### src/hdl/dcachePkg.sv
package dcachePkg;

  // cache geometry
  localparam int AddrW        = 32;
  localparam int WordW        = 32;
  localparam int WordsPerLine = 4;
  localparam int Sets         = 16;
  localparam int Ways         = 2;
  // byte offset inside one line
  localparam int OffsetW      = 4;
  localparam int IndexW       = 4;
  localparam int TagW         = AddrW - IndexW - OffsetW;

  // address and data
  typedef logic [AddrW-1:0]   addrT;
  typedef logic [WordW-1:0]   wordT;
  typedef logic [WordW/8-1:0] strbT;

  // one full line, word 0 in the low bits
  typedef logic [WordsPerLine*WordW-1:0] lineT;

  // address fields
  typedef logic [TagW-1:0]   tagT;
  typedef logic [IndexW-1:0] indexT;

  // word position inside a line, also the refill beat number
  typedef logic [$clog2(WordsPerLine)-1:0] beatT;

  // request controller states
  typedef enum logic [2:0] {
    idle,
    compare,
    writeBack,
    refill,
    install
  } cacheStateE;

endpackage

### src/hdl/cacheIfs.sv


// controller to memory-side line engine
interface lineIf;
  logic            fillStart;
  dcachePkg::addrT fillAddr;
  logic            fillDone;
  dcachePkg::lineT fillLine;
  logic            wbStart;
  dcachePkg::addrT wbAddr;
  dcachePkg::lineT wbLine;
  logic            wbDone;

  modport ctrl (output fillStart, fillAddr, wbStart, wbAddr, wbLine,
                input  fillDone, fillLine, wbDone);
  modport mem (input  fillStart, fillAddr, wbStart, wbAddr, wbLine,
               output fillDone, fillLine, wbDone);
endinterface

### src/hdl/lineTransfer.sv
module lineTransfer (
  input  logic            clk,
  input  logic            rst_n,
  lineIf.mem              xfer,
  output logic            memRdValid_o,
  input  logic            memRdReady_i,
  output dcachePkg::addrT memRdAddr_o,
  input  dcachePkg::wordT memRdData_i,
  input  logic            memRdDataValid_i,
  input  logic            memRdLast_i,
  output logic            memWrValid_o,
  input  logic            memWrReady_i,
  output dcachePkg::addrT memWrAddr_o,
  output dcachePkg::lineT memWrData_o
);

  logic            rdPending;
  logic            receiving;
  logic            fillDoneQ;
  logic            wbPending;
  dcachePkg::beatT beat;
  dcachePkg::addrT rdAddrQ;
  dcachePkg::addrT wrAddrQ;
  dcachePkg::lineT fillBuf;
  dcachePkg::lineT wrLineQ;
  logic            beatTaken;

  assign beatTaken = receiving && memRdDataValid_i;

  always_ff @(posedge clk or negedge rst_n) begin
    if (!rst_n) begin
      rdPending <= 1'b0;
      receiving <= 1'b0;
      fillDoneQ <= 1'b0;
      wbPending <= 1'b0;
      beat      <= '0;
    end else begin
      // read request held until memory takes it
      if (xfer.fillStart) begin
        rdPending <= 1'b1;
        beat      <= '0;
      end else if (rdPending && memRdReady_i) begin
        rdPending <= 1'b0;
        receiving <= 1'b1;
      end
      if (beatTaken) begin
        beat <= beat + 1'b1;
        if (memRdLast_i) begin
          receiving <= 1'b0;
        end
      end
      fillDoneQ <= beatTaken && memRdLast_i;
      // writeback held until accepted
      if (xfer.wbStart) begin
        wbPending <= 1'b1;
      end else if (wbPending && memWrReady_i) begin
        wbPending <= 1'b0;
      end
    end
  end

  always_ff @(posedge clk) begin
    if (xfer.fillStart) begin
      rdAddrQ <= xfer.fillAddr;
    end
    if (beatTaken) begin
      fillBuf[beat*dcachePkg::WordW +: dcachePkg::WordW] <= memRdData_i;
    end
    if (xfer.wbStart) begin
      wrAddrQ <= xfer.wbAddr;
      wrLineQ <= xfer.wbLine;
    end
  end

  assign memRdValid_o  = rdPending;
  assign memRdAddr_o   = rdAddrQ;
  assign xfer.fillLine = fillBuf;
  assign xfer.fillDone = fillDoneQ;
  assign memWrValid_o  = wbPending;
  assign memWrAddr_o   = wrAddrQ;
  assign memWrData_o   = wrLineQ;
  assign xfer.wbDone   = wbPending && memWrReady_i;

endmodule

### src/flat_wrapper.sv
// flat-port wrapper written by rule: the top's interface ports become plain ports
module lineTransfer_flat 
  (clk, rst_n, memRdValid_o, memRdReady_i, memRdAddr_o, memRdData_i, memRdDataValid_i, memRdLast_i, memWrValid_o, memWrReady_i, memWrAddr_o, memWrData_o, xfer_fillStart, xfer_fillAddr, xfer_wbStart, xfer_wbAddr, xfer_wbLine, xfer_fillDone, xfer_fillLine, xfer_wbDone);
  lineIf xfer_i ();
  input  logic clk;
  input  logic rst_n;
  output logic memRdValid_o;
  input  logic memRdReady_i;
  output dcachePkg::addrT memRdAddr_o;
  input  dcachePkg::wordT memRdData_i;
  input  logic memRdDataValid_i;
  input  logic memRdLast_i;
  output logic memWrValid_o;
  input  logic memWrReady_i;
  output dcachePkg::addrT memWrAddr_o;
  output dcachePkg::lineT memWrData_o;
  input wire logic [$bits(xfer_i.fillStart)-1:0] xfer_fillStart;
  input wire logic [$bits(xfer_i.fillAddr)-1:0] xfer_fillAddr;
  input wire logic [$bits(xfer_i.wbStart)-1:0] xfer_wbStart;
  input wire logic [$bits(xfer_i.wbAddr)-1:0] xfer_wbAddr;
  input wire logic [$bits(xfer_i.wbLine)-1:0] xfer_wbLine;
  output wire logic [$bits(xfer_i.fillDone)-1:0] xfer_fillDone;
  output wire logic [$bits(xfer_i.fillLine)-1:0] xfer_fillLine;
  output wire logic [$bits(xfer_i.wbDone)-1:0] xfer_wbDone;
  assign xfer_i.fillStart = xfer_fillStart;
  assign xfer_i.fillAddr = xfer_fillAddr;
  assign xfer_i.wbStart = xfer_wbStart;
  assign xfer_i.wbAddr = xfer_wbAddr;
  assign xfer_i.wbLine = xfer_wbLine;
  assign xfer_fillDone = xfer_i.fillDone;
  assign xfer_fillLine = xfer_i.fillLine;
  assign xfer_wbDone = xfer_i.wbDone;
  lineTransfer u_core (.clk(clk), .rst_n(rst_n), .xfer(xfer_i), .memRdValid_o(memRdValid_o), .memRdReady_i(memRdReady_i), .memRdAddr_o(memRdAddr_o), .memRdData_i(memRdData_i), .memRdDataValid_i(memRdDataValid_i), .memRdLast_i(memRdLast_i), .memWrValid_o(memWrValid_o), .memWrReady_i(memWrReady_i), .memWrAddr_o(memWrAddr_o), .memWrData_o(memWrData_o));
endmodule
### config.mk
export PLATFORM = sky130hd
export DESIGN_NAME = lineTransfer_flat
export DESIGN_NICKNAME = d
export VERILOG_FILES = /design/src/hdl/dcachePkg.sv /design/src/hdl/cacheIfs.sv /design/src/hdl/lineTransfer.sv /design/src/flat_wrapper.sv
export SDC_FILE = /design/constraint.sdc
export NUM_CORES = 1
export LEC_CHECK = 0
export BUFFER_PORTS_ARGS = -buffer_cell sky130_fd_sc_hd__buf_2
export CAP_MARGIN = 20
export CORE_AREA = 2 2 219 221
export CTS_CLUSTER_DIAMETER = 30
export CTS_CLUSTER_SIZE = 28
export DETAILED_ROUTE_END_ITERATION = 6
export DIE_AREA = 0 0 221 223
export PLACE_DENSITY_LB_ADDON = 0.1
export SLEW_MARGIN = 20
export SYNTH_ARGS = -nofsm -noshare
export SYNTH_HDL_FRONTEND = slang
export SYNTH_SLANG_ARGS = --single-unit
### constraint.sdc
create_clock -name clk -period 3.1 [get_ports clk]
set_clock_uncertainty 0.1 [all_clocks]
set_input_delay 0.155 -clock clk [delete_from_list [all_inputs] [get_ports clk]]
set_output_delay 0.155 -clock clk [all_outputs]
set_load 0.02 [all_outputs]
==> impl_metrics.yaml, run 1 <==
floorplanning:
  die_area_um2: 49300
  io-pin-count: 556
  rows: 80
  initial_utilization: 0.231
  dieWidth_um: 221
  fp.coreArea_um2: 47100
  die_h_um: 223
power_and_ir_drop:
  p_total_w: 0.0154
  pwr_density_cell_nw_per_um2: 783
  p_leak_nw: 8.24
  max-vdd-ir-drop_uv: 385
sta:
  drv_slew: 0
  finalSetupViolCount: 0
  min_period_ns: 2.30
  finalHoldViolCount: 0
  fmax_mhz: 435
  fin_crit_sh: 0.741
  max_slew_margin: 0.367
  rsz0062_at_grt: "no"
  tightest_slew_ns: 0.950
  setup_ws_ns: 0.801
  finalSetupTns_ns: 0
detailed_routing:
  firstDrtPassIters: 6
  via_count: 7900
  routed_wl_um: 38000
  vias_per_cell: 3.82
  drt_iter0_drc: 312
  drtAntennaViolNets: 0
  drcViolationCount: 0
  drt-wirelength-per-cell_um: 18.4
job:
  drv_cap: 0
status:
  status: "completed"
clock_network:
  cts-resized-gates: 0
  cts_tree: "built"
  cts_sinks: 326
  cts_setup_buffers: 0
  path_clk_slew_ns: 0.04
  clockRootBuffer: "clkbuf_16"
  cts.path.max_buffers: 3
  htree_levels: 3
  hold_buffers: 232
  numCtsBuffers: 90
  clock_latency_ns: 0.60
synth:
  syn_nets: 739
  synth.cell_area_um2: 10900
  syn_area_per_cell_um2: 21.7
  ys_seq_area_frac: 0.894
  synth_ff_type: "edfxtp_1"
  synthCells: 502
  yosysUniqueCellTypes: 25
  synthArstFlopShare: 0.0184
  yosysWarnings: 0
  synth-edff-count: 320
  ys_ff_latch: 326
finish:
  drive_gt1_frac: 0.488
  fillCellCount: 4479
  instances_no_fill: 2066
  mostFrequentLayoutCell: "buf_2"
  nNetsFinal: 1613
  layout_common_cells: "buf_2, edfxtp_1, dlygate4sd3_1"
  area_growth_pct: 80.8
grt:
  grt_antenna_before_repair: 4
  grt_pass1_vias: 8695
  grt.total_usage: 0.152
  grt_pass1_wl_um: 55300
  grt_start_max_net_pins: 67
  grt-ovfl-total: 0
min_path:
  worstHoldStart: "xfer_fillStart"
  holdPathStages: 1
  holdPathEnd: "u_core.memRdAddr_o[8]$_DFFE_PP_"
  min_path_type: "in -> reg"
critical_path:
  worst-r2r-cell-count: 4
  criticalPathCategory: "reg -> reg"
  cp_data_arrival_time_ns: 2.65
  r2r_end: "u_core.xfer.fillLine[55]$_DFFE_PP_"
  worstReg2RegStart: "u_core.beat[1]$_DFFE_PN0P_"
  cp-start-kind: "flop"
  crit_path_max_incr_delay_ns: 0.84
  required_ns: 3.45
  worstPathMaxFanout: 27
  critPathCaptureType: "flop"
  critPathSlowestCell: "and3b_1"
  r2r_slack_ns: 0.80
  worstPathCellList: "inv_1 > ha_1 > and3b_1 > and2_1"
place:
  placedCellCount: 1667
  numPortBuffers: 555
  dp.final_hpwl_um: 27200
  pre_cts_slack_ns: 0.600
  routabilityCongestion: 0.751
## how the worst max path moves through the flow
stage	startpoint	to	slack, ns	cells after the start
2_1_floorplan	u_core.beat[0]$_DFFE_PN0P_	u_core.xfer.fillLine[0]$_DFFE_PP_	0.75	5
3_3_place_gp	u_core.beat[1]$_DFFE_PN0P_	u_core.xfer.fillLine[22]$_DFFE_PP_	0.69	4
3_5_place_dp	u_core.beat[1]$_DFFE_PN0P_	u_core.xfer.fillLine[15]$_DFFE_PP_	0.60	4
4_1_cts	u_core.beat[1]$_DFFE_PN0P_	u_core.xfer.fillLine[29]$_DFFE_PP_	0.57	4
5_1_grt	u_core.beat[1]$_DFFE_PN0P_	u_core.xfer.fillLine[58]$_DFFE_PP_	0.58	4
6_report	u_core.beat[1]$_DFFE_PN0P_	u_core.xfer.fillLine[55]$_DFFE_PP_	0.80	4
## registers in the layout (all words and copies together) (netlist names)
name and flops:
u_core.beat 2, u_core.xfer.fillDone 1, u_core.memWrData_o 128, u_core.memWrAddr_o 32, u_core.memRdAddr_o 32, u_core.receiving 1, u_core.memRdValid_o 1, u_core.memWrValid_o 1
u_core.xfer.fillLine 128
## kinds of logic after synthesis
family                   after synthesis  share of synthesized area
adder cells (fa/ha/maj)                5                    0.00573
flip-flops                           326                      0.894
AND/OR/NAND/NOR                      149                     0.0889
AO/OA/AOI/OAI                          3                    0.00206
multiplexers                           2                    0.00195
buffers and inverters                 17                    0.00688
## area by class of cell
| cell class | instances | area [µm²] | area share |
|---|---|---|---|
| sequential | 326 | 9760 | 0.495 |
| timing repair buffer | 795 | 5200 | 0.264 |
| clock buffer | 105 | 2370 | 0.120 |
| multi-input combinational | 159 | 1090 | 0.0551 |
| tap | 615 | 769 | 0.0390 |
| clock inverter | 61 | 515 | 0.0261 |
| inverter | 4 | 15.0 | 0.000761 |
| antenna | 1 | 2.50 | 0.000127 |
## synth_stat cells, drive strengths merged (2+ instances only)
cell type / n / share of area
nand2: 3 / 0.0010
ha: 5 / 0.0057
nor3b: 3 / 0.0025
and3: 13 / 0.0075
inv: 4 / 0.0014
nor2b: 2 / 0.0011
a21o: 3 / 0.0021
nor4bb: 2 / 0.0018
nor4b: 2 / 0.0030
dfrtp: 6 / 0.014
edfxtp: 320 / 0.88
and2: 117 / 0.067
buf: 9 / 0.0041
clkbuf: 4 / 0.0014
## where the power goes
part / switching [W] / internal, W / leakage (nW)
combinational: 0.000895 / 0.000607 / 3.73
clock: 0.00268 / 0.00598 / 1.42
sequential: 0.0000704 / 0.00521 / 3.09
total: 0.00364 / 0.0118 / 8.24
## layer usage
layer,wire [µm],part of all wire,track usage
met5,16,0.00042,0
met3,3900,0.10,0.0756
met1,14100,0.37,0.161
met4,897,0.024,0.0637
met2,19100,0.50,0.257
## per-stage QoR
stage	hold slack (ns)	utilization	area [µm²]
after global placement	-0.103	0.308	14500
after floorplan	-0.241	-	10900
final	0.109	0.418	19700
after CTS	0.0785	0.418	19700
after global routing	0.135	0.418	19700
after detailed placement	-0.101	0.308	14500
## worst max-delay path, delay by kind of cell, from the launching register on
family	cells	cell delay (ns)
flip-flops	1	0.38
buffers and inverters	1	0.09
adder cells (fa/ha/maj)	1	0.48
AND/OR/NAND/NOR	2	1.07
Note: power is estimated with default switching activity, not from simulation.
==> run 2, diff against run 1 <==
Clock period 3.1 ns to 2.2 ns, I/O delays scaled along.
==> impl_metrics.yaml, run 2 (synthesis gave the netlist of run 1 again) <==
detailed_routing:
  drcViolationCount: 0
  drtAntennaViolNets: 0
  vias_per_cell: 3.86
  drt_iter0_drc: 257
  routed_wl_um: 39400
  firstDrtPassIters: 4
  via_count: 8043
  drt-wirelength-per-cell_um: 18.9
sta:
  finalSetupTns_ns: 0
  finalSetupViolCount: 0
  tightest_slew_ns: 0.538
  min_period_ns: 1.89
  fmax_mhz: 528
  max_slew_margin: 0.641
  finalHoldViolCount: 0
  drv_slew: 0
  fin_crit_sh: 0.861
  rsz0062_at_grt: "no"
power_and_ir_drop:
  pwr-share-clk: 0.565
  max-vdd-ir-drop_uv: 586
  seqPwrFrac: 0.335
  p_switching_w: 0.00520
  p_leak_nw: 8.34
  pwr_density_cell_nw_per_um2: 1110
  swShare: 0.234
  combPwrFrac: 0.100
  internal-power_w: 0.0170
clock_network:
  cts_sinks: 326
  numCtsBuffers: 93
  htree_levels: 3
  clockRootBuffer: "clkbuf_16"
  clock_latency_ns: 0.60
  cts_tree: "built"
  cts.path.max_buffers: 3
  path_clk_slew_ns: 0.04
finish:
  nNetsFinal: 1627
  layout_common_cells: "buf_2, edfxtp_1, dlygate4sd3_1"
  drive_gt1_frac: 0.483
  fillCellCount: 4421
  utilization: 0.424
  area_growth_pct: 83.3
  mostFrequentLayoutCell: "buf_2"
critical_path:
  critPathCaptureType: "flop"
  cp_data_arrival_time_ns: 2.22
  required_ns: 2.52
  worstPathMaxFanout: 10
  cp-start-kind: "flop"
  crit_path_max_incr_delay_ns: 0.38
  worst-r2r-cell-count: 5
  r2r_slack_ns: 0.31
  criticalPathCategory: "reg -> reg"
  worstPathCellList: "inv_1 > ha_1 > buf_4 > and2b_1 > nor4bb_1"
  worstReg2RegStart: "u_core.beat[1]$_DFFE_PN0P_"
  r2r_end: "u_core.xfer.fillLine[75]$_DFFE_PP_"
  critPathSlowestCell: "dfrtp_1"
grt:
  grt_pass1_vias: 8820
  grt_util_met1: 0.159
  grt_util_met3: 0.0785
  grt_busiest_layer: "met2"
  grt-ovfl-total: 0
  grt_pass1_wl_um: 57000
  grt_antenna_before_repair: 4
  grt_start_max_net_pins: 48
  grt.met2_usage: 0.270
  grt.total_usage: 0.157
floorplanning:
  rows: 80
  die_h_um: 223
  die_area_um2: 49300
  initial_utilization: 0.231
  dieWidth_um: 221
  io-pin-count: 556
  fp.coreArea_um2: 47100
place:
  routabilityCongestion: 0.740
  dp.final_hpwl_um: 27900
  numPortBuffers: 555
status:
  status: "completed"
min_path:
  worstHoldStart: "xfer_wbAddr[30]"
  holdPathEnd: "u_core.memWrAddr_o[30]$_DFFE_PP_"
  holdPathStages: 2
  min_path_type: "in -> reg"
job:
  drv_cap: 0
-- run 2: stage by stage --
stage	worst slack (ns)	power [W]	hold WS [ns]	instances	instance area, µm²
floorplan	0.0526	0.00845	-0.286	502	10900
global placement	0.114	0.00946	-0.152	1676	14700
detailed placement	0.0112	0.00947	-0.150	1676	14700
CTS	0.00218	0.0226	0.0612	2078	20000
global route	0.148	0.0231	0.0860	2082	20000
finish	0.306	0.0222	0.114	2084	20000
-- run 2: power groups by stage --
| stage | sequential, W | clock (W) | combinational (W) |
|---|---|---|---|
| 2_1_floorplan | 0.00806 | 0 | 0.000383 |
| 3_3_place_gp | 0.00753 | 0 | 0.00192 |
| 3_5_place_dp | 0.00754 | 0 | 0.00193 |
| 4_1_cts | 0.00744 | 0.0128 | 0.00229 |
| 5_1_grt | 0.00747 | 0.0132 | 0.00240 |
| 6_report | 0.00744 | 0.0126 | 0.00223 |
-- run 2: timing repair --
| item | CTS | global route |
|---|---|---|
| buffers inserted | 0 | 0 |
| hold buffers | 234 | 0 |
| hold endpoints to repair | 389 | 0 |
| endpoints found under the setup margin | 0 | 4 |
| resized for setup | 0 | 1 |
-- run 2: how the worst max path moves through the flow --
stage | cells after the start | startpoint | slack [ns] | endpoint
3_5_place_dp | 5 | u_core.beat[1]$_DFFE_PN0P_ | 0.01 | u_core.xfer.fillLine[97]$_DFFE_PP_
6_report | 5 | u_core.beat[1]$_DFFE_PN0P_ | 0.31 | u_core.xfer.fillLine[75]$_DFFE_PP_
3_3_place_gp | 5 | u_core.beat[1]$_DFFE_PN0P_ | 0.11 | u_core.xfer.fillLine[97]$_DFFE_PP_
4_1_cts | 5 | u_core.beat[1]$_DFFE_PN0P_ | 0.002 | u_core.xfer.fillLine[117]$_DFFE_PP_
2_1_floorplan | 4 | u_core.beat[0]$_DFFE_PN0P_ | 0.05 | u_core.xfer.fillLine[64]$_DFFE_PP_
5_1_grt | 5 | u_core.beat[1]$_DFFE_PN0P_ | 0.15 | u_core.xfer.fillLine[75]$_DFFE_PP_
-- run 2: cell type report --
cell class	count	area, µm²	area share
clock inverter	56	548	0.0274
tap	615	769	0.0385
sequential	326	9760	0.488
clock buffer	112	2420	0.121
timing repair buffer	806	5380	0.269
antenna	6	15.0	0.000751
multi-input combinational	159	1090	0.0547
inverter	4	15.0	0.000751
-- run 2: critical path, delay by kind of cell (launching register included) --
family	cells	cell delay, ns
flops	1	0.38
fa+ha+maj	1	0.38
simple gates	2	0.59
buf+inv	2	0.26
-- run 2: layer usage --
layer  share of wire  vias to the layer above
li1                -                     3730
met1            0.35                     3879
met2            0.52                      373
met3            0.11                       61
met4           0.026                        0
met5               0                        -
==> run 3, diff against run 2 <==
Clock period 2.2 ns to 1.8 ns, I/O delays scaled along.
==> impl_metrics.yaml, run 3 (synthesis gave the netlist of run 1 again) <==
status:
  status: "completed"
finish:
  mostFrequentLayoutCell: "buf_2"
  layout_common_cells: "buf_2, edfxtp_1, dlygate4sd3_1"
  instances_no_fill: 2087
  final_cell_area_um2: 20200
  nNetsFinal: 1635
  drive_gt1_frac: 0.500
  area_growth_pct: 85.6
critical_path:
  worstPathCellList: "inv_2 > ha_4 > buf_4 > nor3b_4 > buf_4 > clkbuf_16 > and2_1"
  r2r_slack_ns: 0.09
  path_depth: 7
  critPathCaptureType: "flop"
  criticalPathCategory: "reg -> reg"
  critPathSlowestCell: "dfrtp_1"
  cpMostUsedCell: "buf_4"
  crit_path_max_incr_delay_ns: 0.35
  worst-r2r-cell-count: 7
  cp_top_family: "buffers and inverters"
  cp-start-kind: "flop"
  required_ns: 2.04
  critical_path_buf_inv_count: 4
  worstReg2RegStart: "u_core.beat[1]$_DFFE_PN0P_"
  worstPathMaxFanout: 11
  r2r_end: "u_core.xfer.fillLine[115]$_DFFE_PP_"
  cp_data_arrival_time_ns: 1.95
sta:
  finalSetupTns_ns: 0
  finalHoldViolCount: 0
  min_period_ns: 1.71
  fin_crit_sh: 0.948
  fmax_mhz: 586
  rsz0062_at_grt: "yes"
  hold-worst-slack_ns: 0.0884
  drv_slew: 0
  tightest_slew_ns: 0.385
  max_slew_margin: 0.743
  finalSetupViolCount: 0
detailed_routing:
  routed_wl_um: 37600
  drcViolationCount: 0
  via_count: 8068
  vias_per_cell: 3.87
  drtAntennaViolNets: 0
  firstDrtPassIters: 5
  drt_iter0_drc: 326
  drt-wirelength-per-cell_um: 18.0
clock_network:
  path_clk_slew_ns: 0.04
  clock_latency_ns: 0.60
  clockRootBuffer: "clkbuf_16"
  cts_tree: "built"
  cts_sinks: 326
  htree_levels: 3
  numCtsBuffers: 88
  cts.path.max_buffers: 3
floorplanning:
  dieWidth_um: 221
  die_h_um: 223
  die_area_um2: 49300
  initial_utilization: 0.231
  fp.coreArea_um2: 47100
  io-pin-count: 556
  rows: 80
min_path:
  worstHoldStart: "xfer_fillAddr[21]"
  min_path_type: "in -> reg"
  holdPathStages: 2
  holdPathEnd: "u_core.memRdAddr_o[21]$_DFFE_PP_"
grt:
  grt_start_max_net_pins: 40
  grt.met2_usage: 0.252
  grt_util_met1: 0.163
  grt_busiest_layer: "met2"
  grt_pass1_vias: 8753
  grt-ovfl-total: 0
  grt.total_usage: 0.150
  grt_util_met3: 0.0669
  grt_antenna_before_repair: 1
  grt_pass1_wl_um: 55000
job:
  drv_cap: 0
place:
  dp.final_hpwl_um: 26600
  numPortBuffers: 555
  placedCellCount: 1685
  dpl-instance-area_um2: 14800
  routabilityCongestion: 0.750
power_and_ir_drop:
  p_leak_nw: 8.45
  max-vdd-ir-drop_uv: 818
  pwr_density_cell_nw_per_um2: 1380
run 3: metal layers:
metal,share of wire,vias to the layer above
li1,-,3742
met1,0.38,3856
met2,0.50,399
met3,0.10,71
met4,0.026,0
met5,0,-
run 3: timing repair:
action / CTS / global route
setup endpoints to repair: 0 / 76
endpoints found under the hold margin: 394 / 0
hold buffers: 235 / 0
gates resized for setup: 0 / 2
buffers inserted: 0 / 2
run 3: worst max path at each step:
stage | startpoint | endpoint
3_3_place_gp | u_core.beat[1]$_DFFE_PN0P_ | u_core.xfer.fillLine[24]$_DFFE_PP_
5_1_grt | u_core.beat[1]$_DFFE_PN0P_ | u_core.xfer.fillLine[20]$_DFFE_PP_
3_5_place_dp | u_core.beat[1]$_DFFE_PN0P_ | u_core.xfer.fillLine[64]$_DFFE_PP_
6_report | u_core.beat[1]$_DFFE_PN0P_ | u_core.xfer.fillLine[115]$_DFFE_PP_
4_1_cts | u_core.beat[1]$_DFFE_PN0P_ | u_core.xfer.fillLine[87]$_DFFE_PP_
2_1_floorplan | u_core.beat[0]$_DFFE_PN0P_ | u_core.xfer.fillLine[40]$_DFFE_PP_
run 3: area by class of cell:
| class | count | area, µm² |
|---|---|---|
| Inverter | 4 | 17.5 |
| Antenna cell | 1 | 2.50 |
| Clock buffer | 104 | 2270 |
| Tap cell | 615 | 769 |
| Fill cell | 4380 | 26900 |
| Timing Repair Buffer | 819 | 5510 |
| Sequential cell | 326 | 9760 |
| Multi-Input combinational cell | 159 | 1110 |
| Clock inverter | 59 | 807 |
run 3: per-stage QoR:
step	power (W)	setup slack, ns	util
after floorplan	0.0104	0.00563	-
after global placement	0.0116	0.0640	0.313
after detailed placement	0.0116	0.0268	0.313
after CTS	0.0284	0.0145	0.429
after global routing	0.0290	-0.0154	0.429
final	0.0280	0.0932	0.429
run 3: worst register-to-register path, stage by stage, from the launching register on:
cell	delay [ns]
dfrtp_1	0.35
inv_2	0.06
ha_4	0.31
buf_4	0.13
nor3b_4	0.03
buf_4	0.16
clkbuf_16	0.17
and2_1	0.15
run 3: power by group:
part           switching (W)  leakage, nW  internal [W]  total, W
Combinational        0.00157         3.88       0.00121   0.00277
Clock                0.00463         1.49        0.0115    0.0162
Sequential          0.000127         3.08       0.00897   0.00910
Total                0.00633         8.45        0.0217    0.0280
