--- src/hdl/dcachePkg.sv ---
package dcachePkg;

  // cache geometry
  localparam int AddrW        = 32;
  localparam int WordW        = 32;
  localparam int WordsPerLine = 4;
  localparam int Sets         = 16;
  localparam int Ways         = 2;
  // byte offset inside one line
  localparam int OffsetW      = 4;
  localparam int IndexW       = 4;
  localparam int TagW         = AddrW - IndexW - OffsetW;

  // address and data
  typedef logic [AddrW-1:0]   addrT;
  typedef logic [WordW-1:0]   wordT;
  typedef logic [WordW/8-1:0] strbT;

  // one full line, word 0 in the low bits
  typedef logic [WordsPerLine*WordW-1:0] lineT;

  // address fields
  typedef logic [TagW-1:0]   tagT;
  typedef logic [IndexW-1:0] indexT;

  // word position inside a line, also the refill beat number
  typedef logic [$clog2(WordsPerLine)-1:0] beatT;

  // request controller states
  typedef enum logic [2:0] {
    idle,
    compare,
    writeBack,
    refill,
    install
  } cacheStateE;

endpackage

--- src/hdl/cacheIfs.sv ---
// controller to tag/data arrays
interface arrayIf;
  dcachePkg::indexT           rdIndex;
  logic                       installWr;
  logic                       storeWr;
  logic                       hitWay;
  dcachePkg::tagT             installTag;
  dcachePkg::lineT            storeData;
  dcachePkg::lineT            storeMask;
  dcachePkg::lineT            refillLine;
  // lookup results for last cycle's index
  dcachePkg::tagT             rdTag [dcachePkg::Ways];
  logic [dcachePkg::Ways-1:0] rdValid;
  dcachePkg::lineT            rdLine [dcachePkg::Ways];
  logic                       victimWay;
  logic                       victimDirty;

  modport ctrl (output rdIndex, installWr, storeWr, hitWay, installTag,
                output storeData, storeMask, refillLine,
                input  rdTag, rdValid, rdLine, victimWay, victimDirty);
  modport store (input  rdIndex, installWr, storeWr, hitWay, installTag,
                 input  storeData, storeMask, refillLine,
                 output rdTag, rdValid, rdLine, victimWay, victimDirty);
endinterface

// controller to memory-side line engine
interface lineIf;
  logic            fillStart;
  dcachePkg::addrT fillAddr;
  logic            fillDone;
  dcachePkg::lineT fillLine;
  logic            wbStart;
  dcachePkg::addrT wbAddr;
  dcachePkg::lineT wbLine;
  logic            wbDone;

  modport ctrl (output fillStart, fillAddr, wbStart, wbAddr, wbLine,
                input  fillDone, fillLine, wbDone);
  modport mem (input  fillStart, fillAddr, wbStart, wbAddr, wbLine,
               output fillDone, fillLine, wbDone);
endinterface

--- src/hdl/dcacheCtrl.sv ---
module dcacheCtrl (
  input  logic            clk,
  input  logic            rst_n,
  input  logic            reqValid_i,
  input  logic            reqWrite_i,
  input  dcachePkg::addrT reqAddr_i,
  input  dcachePkg::wordT reqWdata_i,
  input  dcachePkg::strbT reqStrb_i,
  output logic            reqReady_o,
  output logic            respValid_o,
  output dcachePkg::wordT respRdata_o,
  arrayIf.ctrl            arr,
  lineIf.ctrl             xfer
);

  dcachePkg::cacheStateE      state;
  dcachePkg::cacheStateE      stateNext;
  logic                       installed;
  logic                       reqWriteQ;
  dcachePkg::addrT            reqAddrQ;
  dcachePkg::wordT            reqWdataQ;
  dcachePkg::strbT            reqStrbQ;
  dcachePkg::tagT             tagQ;
  dcachePkg::indexT           indexQ;
  dcachePkg::beatT            wordSel;
  logic [dcachePkg::Ways-1:0] wayHit;
  logic                       hit;
  dcachePkg::lineT            hitLine;
  dcachePkg::wordT            laneMask;
  dcachePkg::lineT            storeMask;
  dcachePkg::lineT            storeData;

  assign tagQ    = reqAddrQ[dcachePkg::AddrW-1 -: dcachePkg::TagW];
  assign indexQ  = reqAddrQ[dcachePkg::OffsetW +: dcachePkg::IndexW];
  assign wordSel = reqAddrQ[dcachePkg::OffsetW-1 -: $bits(dcachePkg::beatT)];

  always_ff @(posedge clk or negedge rst_n) begin
    if (!rst_n) begin
      state     <= dcachePkg::idle;
      installed <= 1'b0;
    end else begin
      state <= stateNext;
      // remembers that the store bytes already went in with the fill
      if (state == dcachePkg::install) begin
        installed <= 1'b1;
      end else if (state == dcachePkg::idle) begin
        installed <= 1'b0;
      end
    end
  end

  // accepted request
  always_ff @(posedge clk) begin
    if (reqValid_i && reqReady_o) begin
      reqWriteQ <= reqWrite_i;
      reqAddrQ  <= reqAddr_i;
      reqWdataQ <= reqWdata_i;
      reqStrbQ  <= reqStrb_i;
    end
  end

  // tag compare on both ways
  always_comb begin
    for (int w = 0; w < dcachePkg::Ways; w++) begin
      wayHit[w] = arr.rdValid[w] && (arr.rdTag[w] == tagQ);
    end
  end
  assign hit     = |wayHit;
  assign hitLine = arr.rdLine[wayHit[1]];

  always_comb begin
    stateNext      = state;
    xfer.fillStart = 1'b0;
    xfer.wbStart   = 1'b0;
    case (state)
      dcachePkg::idle: begin
        if (reqValid_i) begin
          stateNext = dcachePkg::compare;
        end
      end
      dcachePkg::compare: begin
        if (hit) begin
          stateNext = dcachePkg::idle;
        end else if (arr.victimDirty) begin
          xfer.wbStart = 1'b1;
          stateNext    = dcachePkg::writeBack;
        end else begin
          xfer.fillStart = 1'b1;
          stateNext      = dcachePkg::refill;
        end
      end
      dcachePkg::writeBack: begin
        if (xfer.wbDone) begin
          xfer.fillStart = 1'b1;
          stateNext      = dcachePkg::refill;
        end
      end
      dcachePkg::refill: begin
        if (xfer.fillDone) begin
          stateNext = dcachePkg::install;
        end
      end
      dcachePkg::install: stateNext = dcachePkg::compare;
      default: stateNext = dcachePkg::idle;
    endcase
  end

  assign reqReady_o  = (state == dcachePkg::idle);
  assign respValid_o = (state == dcachePkg::compare) && hit;
  assign respRdata_o = (respValid_o && !reqWriteQ) ?
                       hitLine[wordSel*dcachePkg::WordW +: dcachePkg::WordW] : '0;

  // byte strobes widened to bit lanes, then moved to the word slot
  always_comb begin
    for (int b = 0; b < dcachePkg::WordW/8; b++) begin
      laneMask[b*8 +: 8] = {8{reqStrbQ[b]}};
    end
  end
  assign storeMask = reqWriteQ ?
                     (dcachePkg::lineT'(laneMask) << (wordSel*dcachePkg::WordW)) : '0;
  assign storeData = dcachePkg::lineT'(reqWdataQ) << (wordSel*dcachePkg::WordW);

  // lookup uses the incoming address only while idle
  assign arr.rdIndex    = (state == dcachePkg::idle) ?
                          reqAddr_i[dcachePkg::OffsetW +: dcachePkg::IndexW] : indexQ;
  assign arr.installWr  = (state == dcachePkg::install);
  assign arr.storeWr    = (state == dcachePkg::compare) && hit && reqWriteQ && !installed;
  assign arr.hitWay     = wayHit[1];
  assign arr.installTag = tagQ;
  assign arr.storeData  = storeData;
  assign arr.storeMask  = storeMask;
  // store miss merges into the fetched line
  assign arr.refillLine = (xfer.fillLine & ~storeMask) | (storeData & storeMask);

  assign xfer.fillAddr = {tagQ, indexQ, {dcachePkg::OffsetW{1'b0}}};
  assign xfer.wbAddr   = {arr.rdTag[arr.victimWay], indexQ, {dcachePkg::OffsetW{1'b0}}};
  assign xfer.wbLine   = arr.rdLine[arr.victimWay];

endmodule

--- src/flat_wrapper.sv ---
// flat-port wrapper written by rule: the top's interface ports become plain ports
module dcacheCtrl_flat 
  (clk, rst_n, reqValid_i, reqWrite_i, reqAddr_i, reqWdata_i, reqStrb_i, reqReady_o, respValid_o, respRdata_o, arr_rdIndex, arr_installWr, arr_storeWr, arr_hitWay, arr_installTag, arr_storeData, arr_storeMask, arr_refillLine, arr_rdTag, arr_rdValid, arr_rdLine, arr_victimWay, arr_victimDirty, xfer_fillStart, xfer_fillAddr, xfer_wbStart, xfer_wbAddr, xfer_wbLine, xfer_fillDone, xfer_fillLine, xfer_wbDone);
  arrayIf arr_i ();
  lineIf xfer_i ();
  input  logic clk;
  input  logic rst_n;
  input  logic reqValid_i;
  input  logic reqWrite_i;
  input  dcachePkg::addrT reqAddr_i;
  input  dcachePkg::wordT reqWdata_i;
  input  dcachePkg::strbT reqStrb_i;
  output logic reqReady_o;
  output logic respValid_o;
  output dcachePkg::wordT respRdata_o;
  output wire logic [$bits(arr_i.rdIndex)-1:0] arr_rdIndex;
  output wire logic [$bits(arr_i.installWr)-1:0] arr_installWr;
  output wire logic [$bits(arr_i.storeWr)-1:0] arr_storeWr;
  output wire logic [$bits(arr_i.hitWay)-1:0] arr_hitWay;
  output wire logic [$bits(arr_i.installTag)-1:0] arr_installTag;
  output wire logic [$bits(arr_i.storeData)-1:0] arr_storeData;
  output wire logic [$bits(arr_i.storeMask)-1:0] arr_storeMask;
  output wire logic [$bits(arr_i.refillLine)-1:0] arr_refillLine;
  input wire logic [$bits(arr_i.rdTag)-1:0] arr_rdTag;
  input wire logic [$bits(arr_i.rdValid)-1:0] arr_rdValid;
  input wire logic [$bits(arr_i.rdLine)-1:0] arr_rdLine;
  input wire logic [$bits(arr_i.victimWay)-1:0] arr_victimWay;
  input wire logic [$bits(arr_i.victimDirty)-1:0] arr_victimDirty;
  output wire logic [$bits(xfer_i.fillStart)-1:0] xfer_fillStart;
  output wire logic [$bits(xfer_i.fillAddr)-1:0] xfer_fillAddr;
  output wire logic [$bits(xfer_i.wbStart)-1:0] xfer_wbStart;
  output wire logic [$bits(xfer_i.wbAddr)-1:0] xfer_wbAddr;
  output wire logic [$bits(xfer_i.wbLine)-1:0] xfer_wbLine;
  input wire logic [$bits(xfer_i.fillDone)-1:0] xfer_fillDone;
  input wire logic [$bits(xfer_i.fillLine)-1:0] xfer_fillLine;
  input wire logic [$bits(xfer_i.wbDone)-1:0] xfer_wbDone;
  assign arr_rdIndex = arr_i.rdIndex;
  assign arr_installWr = arr_i.installWr;
  assign arr_storeWr = arr_i.storeWr;
  assign arr_hitWay = arr_i.hitWay;
  assign arr_installTag = arr_i.installTag;
  assign arr_storeData = arr_i.storeData;
  assign arr_storeMask = arr_i.storeMask;
  assign arr_refillLine = arr_i.refillLine;
  assign arr_i.rdTag = {>>{arr_rdTag}};
  assign arr_i.rdValid = arr_rdValid;
  assign arr_i.rdLine = {>>{arr_rdLine}};
  assign arr_i.victimWay = arr_victimWay;
  assign arr_i.victimDirty = arr_victimDirty;
  assign xfer_fillStart = xfer_i.fillStart;
  assign xfer_fillAddr = xfer_i.fillAddr;
  assign xfer_wbStart = xfer_i.wbStart;
  assign xfer_wbAddr = xfer_i.wbAddr;
  assign xfer_wbLine = xfer_i.wbLine;
  assign xfer_i.fillDone = xfer_fillDone;
  assign xfer_i.fillLine = xfer_fillLine;
  assign xfer_i.wbDone = xfer_wbDone;
  dcacheCtrl u_core (.clk(clk), .rst_n(rst_n), .reqValid_i(reqValid_i), .reqWrite_i(reqWrite_i), .reqAddr_i(reqAddr_i), .reqWdata_i(reqWdata_i), .reqStrb_i(reqStrb_i), .reqReady_o(reqReady_o), .respValid_o(respValid_o), .respRdata_o(respRdata_o), .arr(arr_i), .xfer(xfer_i));
endmodule
--- config.mk ---
export PLATFORM = sky130hd
export DESIGN_NAME = dcacheCtrl_flat
export DESIGN_NICKNAME = d
export VERILOG_FILES = /design/src/hdl/dcachePkg.sv /design/src/hdl/cacheIfs.sv /design/src/hdl/dcacheCtrl.sv /design/src/flat_wrapper.sv
export SDC_FILE = /design/constraint.sdc
export NUM_CORES = 1
export LEC_CHECK = 0
export ABC_AREA = 0
export BUFFER_PORTS_ARGS = -buffer_cell sky130_fd_sc_hd__buf_2
export CAP_MARGIN = 20
export CORE_AREA = 2 2 451 453
export CTS_CLUSTER_DIAMETER = 60
export DETAILED_ROUTE_END_ITERATION = 8
export DIE_AREA = 0 0 453 455
export PLACE_DENSITY_LB_ADDON = 0.1
export SYNTH_ARGS = -nofsm -noshare
export SYNTH_HDL_FRONTEND = slang
export SYNTH_SLANG_ARGS = --single-unit
--- constraint.sdc ---
create_clock -name clk -period 3.65 [get_ports clk]
set_input_delay 0.73 -clock clk [delete_from_list [all_inputs] [get_ports clk]]
set_output_delay 0.73 -clock clk [all_outputs]
set_load 0.01 [all_outputs]
==> flow_metrics.env, run 1 <==
export IMPL_status="complete, but fails checks"
export IMPL_violations="setup timing"
export IMPL_worstSetupStartpointType="primary input"
export IMPL_max_cap_violations=0
export IMPL_drt_iter0_drc=602
export IMPL_vias_per_cell=2.74
export IMPL_setup_ws_ns=-0.513
export IMPL_required_ns=2.92
export IMPL_hold_viol_final=0
export IMPL_vias=13300
export IMPL_critPathTopFamily="simple AND/OR/NAND/NOR gates"
export IMPL_global_route_usage_met1_pct=13.7
export IMPL_core_area_sq_um=201000
export IMPL_cp_max_fo=5
export IMPL_hold_buffers=0
export IMPL_drtPass1Iterations=4
export IMPL_met3_usage_pct=2.39
export IMPL_cp_arrival_ns=3.43
export IMPL_grt_first_pass_wirelength_um=153000
export IMPL_ios=1153
export IMPL_synth_cells=1089
export IMPL_cts_made_buffers=9
export IMPL_path_class="in -> out"
export IMPL_io_buffers=1142
export IMPL_cp_cell_sequence="buf_2 -> xor2_2 -> nor4_2 -> buf_4 -> nand3_4 -> nor4_4 -> buf_6 -> a21oi_4 -> or4_4 -> buf_16 -> buf_6 -> a2111oi_4 -> buf_2"
export IMPL_synth_cell_types=38
export IMPL_endpoint_kind="output port"
export IMPL_stdcell_area_sq_um=20900
export IMPL_period_needed_ns=4.16
export IMPL_place_congestion=0.831
export IMPL_synthTopCellsByArea="mux2_2, edfxtp_1, buf_4, mux2i_1, and2_1"
export IMPL_whs_ns=0.118
export IMPL_cts_htree_levels=3
export IMPL_r2r_cells=12
export IMPL_grt_remaining_overflow=0
export IMPL_nNetsFinal=2661
export IMPL_wl_um=127000
export IMPL_cts_sinks=71
export IMPL_hold_class="in -> async"
export IMPL_clock_skew_ns=0.0192
export IMPL_clk_pin_slew_ns=0.07
export IMPL_wl_per_cell_um=26.1
export IMPL_max_stage_delay_ns=0.52
export IMPL_root_buffer="clkbuf_16"
export IMPL_fmax_mhz=240
export IMPL_critical_path_slowest_cell="or4_4"
export IMPL_die_h_um=455
export IMPL_grt_util_met2_pct=21.6
export IMPL_drc=0
export IMPL_antenna_found_initial=105
export IMPL_clock_latency_ns=0.42
export IMPL_areaGrowthSynthToFinish_pct=93.5
export IMPL_synth_top_area_share_pct=29.8
export IMPL_place_area_sq_um=19300
export IMPL_final_core_util_pct=10.4
export IMPL_grt_start_max_net_pins=49
export IMPL_fillers=23500
export IMPL_gr_max_usage_layer="met2"
export IMPL_post_route_period_util_pct=114
export IMPL_worst_pin_slew_ns=0.838
export IMPL_clockBufferDepth=2
export IMPL_num_rows=165
export IMPL_die_area_sq_um=206000
export IMPL_finalSetupViolCount=32
export IMPL_synth_largest_area_cell="mux2_2"
export IMPL_p_leak_nw=9.20
export IMPL_start_util_pct=5.37
export IMPL_syn_area_sq_um=10800
export IMPL_synth_avg_cell_area_sq_um=9.93
export IMPL_synth_seq_cells=71
export IMPL_yosysSeqAreaShare_pct=19.5
export IMPL_rsz0062_at_grt="yes"
export IMPL_p_per_area_nw_per_um2=292
export IMPL_grtUsageTotal_pct=11.5
export IMPL_die_w_um=453
export IMPL_path_buf_inv=6
export IMPL_drv_slew=0
export IMPL_peakVddDrop_mv=0.213
export IMPL_grt_pass1_vias=13200
export IMPL_place_ws_ns=-1.08
export IMPL_dpl_hpwl_um=111000
export IMPL_drtAntennaViolNets=0
export IMPL_crit_cells=13
export IMPL_relSlewSlack_pct=44.0
export IMPL_drive_above_1_share_pct=77.2
export IMPL_ys_warn_count=0
export IMPL_cts_tree="done"
cell type report:
cell class                      instances  area [sq um]  area share (%)
Sequential cell                        71          2110            10.1
Antenna cell                           23          57.6           0.275
Tap cell                             2672          3340            16.0
Timing Repair Buffer                 1294          7470            35.7
Inverter                               13          48.8           0.233
Multi-Input combinational cell        762          7580            36.3
Clock inverter                          7          72.6           0.347
Clock buffer                            9           225            1.08
per-stage QoR:
| stage | power, mW | setup TNS, ns | instances |
|---|---|---|---|
| after floorplan | 3.05 | 0 | 1096 |
| after global placement | 5.21 | -20.30 | 4770 |
| after detailed placement | 5.15 | -22.52 | 4770 |
| after CTS | 6.34 | -17.05 | 4801 |
| after global routing | 6.52 | -19.20 | 4831 |
| final | 6.11 | -13.28 | 4851 |
power by group:
part,total (mW),leakage (nW),internal [mW],switching (mW)
combinational,3.68,8.39,1.46,2.22
sequential,1.42,0.669,1.11,0.314
clock,1.01,0.144,0.531,0.482
layer usage:
layer	up-vias	wire, um	part of all wire [%]
met5	-	213	0.17
li1	5969	-	-
met2	644	66300	52
met4	32	1900	1.5
met1	6457	51400	41
met3	169	6800	5.4
path summary, 6_finish.rpt:
path                                                      end                          start  slack, ns
worst max-delay path                          respRdata_o[15]                  arr_rdTag[14]      -0.51
worst max register to register    u_core.state[0]$_DFFE_PN0P_  u_core.reqAddrQ[22]$_DFFE_PP_       1.25
max in group asynchronous         u_core.state[2]$_DFFE_PN0P_                          rst_n       3.40
worst min register to register    u_core.state[1]$_DFFE_PN0P_    u_core.state[2]$_DFFE_PN0P_       0.52
min in group clk                u_core.reqWdataQ[3]$_DFFE_PP_                  reqWdata_i[3]       0.48
worst min-delay path             u_core.installed$_DFFE_PN0N_                          rst_n       0.12
synthesized netlist by cell type, drive strengths merged:
master	n
a22o	31
nand2	12
edfxtp	67
mux2i	95
o22ai	2
nand2b	4
o21ai	2
xnor2	29
nand3	10
clkbuf	54
and2	98
and3b	1
conb	1
nor2b	34
nor2	8
mux2	287
nand4	10
a21oi	3
dfrtp	4
and3	32
a211oi	31
nor4	6
inv	13
xor2	19
or3b	1
a2111oi	31
nand3b	1
nor4bb	1
or2	1
nor3	4
or4	1
buf	196
repair_timing:
action	4_1_cts	5_1_grt
gates resized for setup	91	40
pin swaps	14	23
setup endpoints to repair	46	50
cloned	5	1
buffers inserted	10	29
sequential cells by signal, summed over array words and instances, names as in the netlist:
name and flops:
u_core.reqStrbQ 4, u_core.reqAddrQ 30, u_core.reqWdataQ 32, u_core.state 3
u_core.installed 1, u_core.reqWriteQ 1
placed cells by master (no fill, tap or decap), drive strengths merged, types with 11 or more instances in the layout:
cell type | Yosys | layout
diode | 0 | 23
a22o | 31 | 31
nand2 | 12 | 12
buf | 196 | 1292
nor2b | 34 | 34
mux2 | 287 | 287
clkbuf | 54 | 11
and2 | 98 | 98
a2111oi | 31 | 31
a211oi | 31 | 31
mux2i | 95 | 95
edfxtp | 67 | 67
xnor2 | 29 | 29
xor2 | 19 | 19
inv | 13 | 14
and3 | 32 | 32
cell families after synthesis:
family	share of synthesized area [%]
xor+xnor	3.89
simple gates	12.5
compound gates	9.31
other cells	0.0347
mux	38.7
buf+inv	16.1
flops	19.5
Power figures use the tool's default switching activity.
==> inputs of run 2 (changes only) <==
--- a/config.mk
+++ b/config.mk
@@ -13,6 +13,7 @@
 export DETAILED_ROUTE_END_ITERATION = 8
 export DIE_AREA = 0 0 453 455
 export PLACE_DENSITY_LB_ADDON = 0.1
+export RECOVER_POWER = 100
 export SYNTH_ARGS = -nofsm -noshare
 export SYNTH_HDL_FRONTEND = slang
 export SYNTH_SLANG_ARGS = --single-unit
==> flow_metrics.env, run 2 (synthesis results as in run 1) <==
export IMPL_status="complete, but fails checks"
export IMPL_violations="capacitance limit, slew limit, setup timing"
export IMPL_antenna_found_initial=104
export IMPL_wl_um=127000
export IMPL_hold_class="in -> async"
export IMPL_io_buffers=1142
export IMPL_dpl_hpwl_um=111000
export IMPL_root_buffer="clkbuf_16"
export IMPL_largestRegisters="u_core.reqWdataQ x32, u_core.reqAddrQ x30, u_core.reqStrbQ x4"
export IMPL_vias_per_cell=2.73
export IMPL_dp_cells=4770
export IMPL_regMostFlops="u_core.reqWdataQ"
export IMPL_clock_skew_ns=0.0184
export IMPL_max_cap_violations=1
export IMPL_critical_path_slowest_cell="or4_4"
export IMPL_cp_arrival_ns=3.44
export IMPL_max_stage_delay_ns=0.52
export IMPL_drc=0
export IMPL_peakVddDrop_mv=0.212
export IMPL_cts_htree_levels=3
export IMPL_regArea_sq_um=2110
export IMPL_setup_ws_ns=-0.519
export IMPL_grt_remaining_overflow=0
export IMPL_die_w_um=453
export IMPL_stdcell_count=4848
export IMPL_areaGrowthSynthToFinish_pct=92.7
export IMPL_core_area_sq_um=201000
export IMPL_finalSetupViolCount=32
export IMPL_start_util_pct=5.37
export IMPL_grt_start_max_net_pins=49
export IMPL_grt_pass1_vias=13200
export IMPL_place_congestion=0.831
export IMPL_cp_max_fo=5
export IMPL_clk_pin_slew_ns=0.07
export IMPL_final_common_cell="buf_2"
export IMPL_path_class="in -> out"
export IMPL_hold_buffers=0
export IMPL_cts_sinks=71
export IMPL_drtAntennaViolNets=0
export IMPL_grtUsageTotal_pct=11.5
export IMPL_worst_pin_slew_ns=1.71
export IMPL_nNetsFinal=2661
export IMPL_p_per_area_nw_per_um2=292
export IMPL_grt_first_pass_wirelength_um=153000
export IMPL_die_h_um=455
export IMPL_num_rows=165
export IMPL_worstSetupStartpointType="primary input"
export IMPL_largest_reg_flops=32
export IMPL_multiInputGateArea_sq_um=7580
export IMPL_wl_per_cell_um=26.1
export IMPL_endpoint_kind="output port"
export IMPL_drv_slew=14
export IMPL_final_cell_mix="buf_2, mux2_2, buf_4"
export IMPL_drt_iter0_drc=559
export IMPL_p_leak_nw=9.08
export IMPL_die_area_sq_um=206000
export IMPL_fillers=23500
export IMPL_drive_above_1_share_pct=75.3
export IMPL_fin_tns_setup_ns=-13.44
export IMPL_vias=13200
export IMPL_ios=1153
export IMPL_post_route_period_util_pct=114
export IMPL_clock_latency_ns=0.42
export IMPL_rsz0062_at_grt="yes"
export IMPL_drtPass1Iterations=4
export IMPL_hold_viol_final=0
export IMPL_cp_cell_sequence="buf_2 -> xor2_2 -> nor4_2 -> buf_4 -> nand3_4 -> nor4_4 -> buf_6 -> a21oi_4 -> or4_4 -> buf_16 -> buf_6 -> a2111oi_4 -> buf_2"
export IMPL_cts_made_buffers=9
export IMPL_relSlewSlack_pct=-13.7
export IMPL_clockBufferDepth=2
export IMPL_fmax_mhz=240
export IMPL_cts_tree="done"
export IMPL_period_needed_ns=4.17
export IMPL_required_ns=2.92
-- run 2: cell types whose count changed in the layout (fill, tap and decap cells not counted) --
cell      before   now
and2_0         0     1
and2_4         1     0
buf_2       1126  1097
buf_4        112   102
clkbuf_1       0    39
diode_2       23    20
-- run 2: area by class of cell --
class                           count  area share, %
Antenna cell                       20          0.240
Clock buffer                        9           1.08
Sequential cell                    71           10.1
Timing Repair Buffer             1294           35.5
Inverter                           13          0.234
Tap cell                         2672           16.0
Multi-Input combinational cell    762           36.4
Clock inverter                      7          0.348
-- run 2: where the power goes --
| group | total [mW] | switching, mW | internal [mW] |
|---|---|---|---|
| sequential | 1.42 | 0.316 | 1.11 |
| combinational | 3.65 | 2.22 | 1.43 |
| clock | 1.02 | 0.485 | 0.531 |
-- run 2: critical path: cells and delay by family --
kind            cells  cell delay [ns]
compound gates      2             0.39
xor+xnor            1             0.17
buf+inv             6             1.03
simple gates        4             1.11
-- run 2: stage by stage --
stage / hold WS [ns] / util [%] / setup WS (ns) / power, mW / cell area [sq um]
after floorplan: 0.434 / - / 0.202 / 3.05 / 10800
after global placement: 0.513 / 9.58 / -1.01 / 5.21 / 19300
after detailed placement: 0.528 / 9.58 / -1.08 / 5.15 / 19300
after CTS: 0.0737 / 10.2 / -0.624 / 6.34 / 20500
after global routing: 0.125 / 10.3 / -0.679 / 6.49 / 20800
final: 0.153 / 10.3 / -0.519 / 6.09 / 20800
-- run 2: final timing paths --
path	to	cells past startpoint	startpoint	slack, ns
max	respRdata_o[15]	13	arr_rdTag[14]	-0.52
min	u_core.installed$_DFFE_PN0N_	1	rst_n	0.15
max reg2reg	u_core.reqWdataQ[25]$_DFFE_PP_	4	u_core.state[1]$_DFFE_PN0P_	0.47
min reg2reg	u_core.state[1]$_DFFE_PN0P_	1	u_core.state[2]$_DFFE_PN0P_	0.53
max in group asynchronous	u_core.state[2]$_DFFE_PN0P_	1	rst_n	3.29
min in group clk	u_core.reqWdataQ[3]$_DFFE_PP_	1	reqWdata_i[3]	0.48
-- run 2: layer usage --
layer | track usage (%) | vias to the layer above | share of wire, %
met1 | 13.7 | 6431 | 41
met4 | 1.53 | 32 | 1.4
li1 | - | 5964 | -
met5 | 0 | - | 0.17
met2 | 21.6 | 633 | 53
met3 | 2.39 | 171 | 5.3
-- run 2: timing repair --
action,4_1_cts,5_1_grt
pin swaps,14,23
buffers inserted,10,29
cloned,5,1
resized for setup,91,40
setup endpoints to repair,46,50
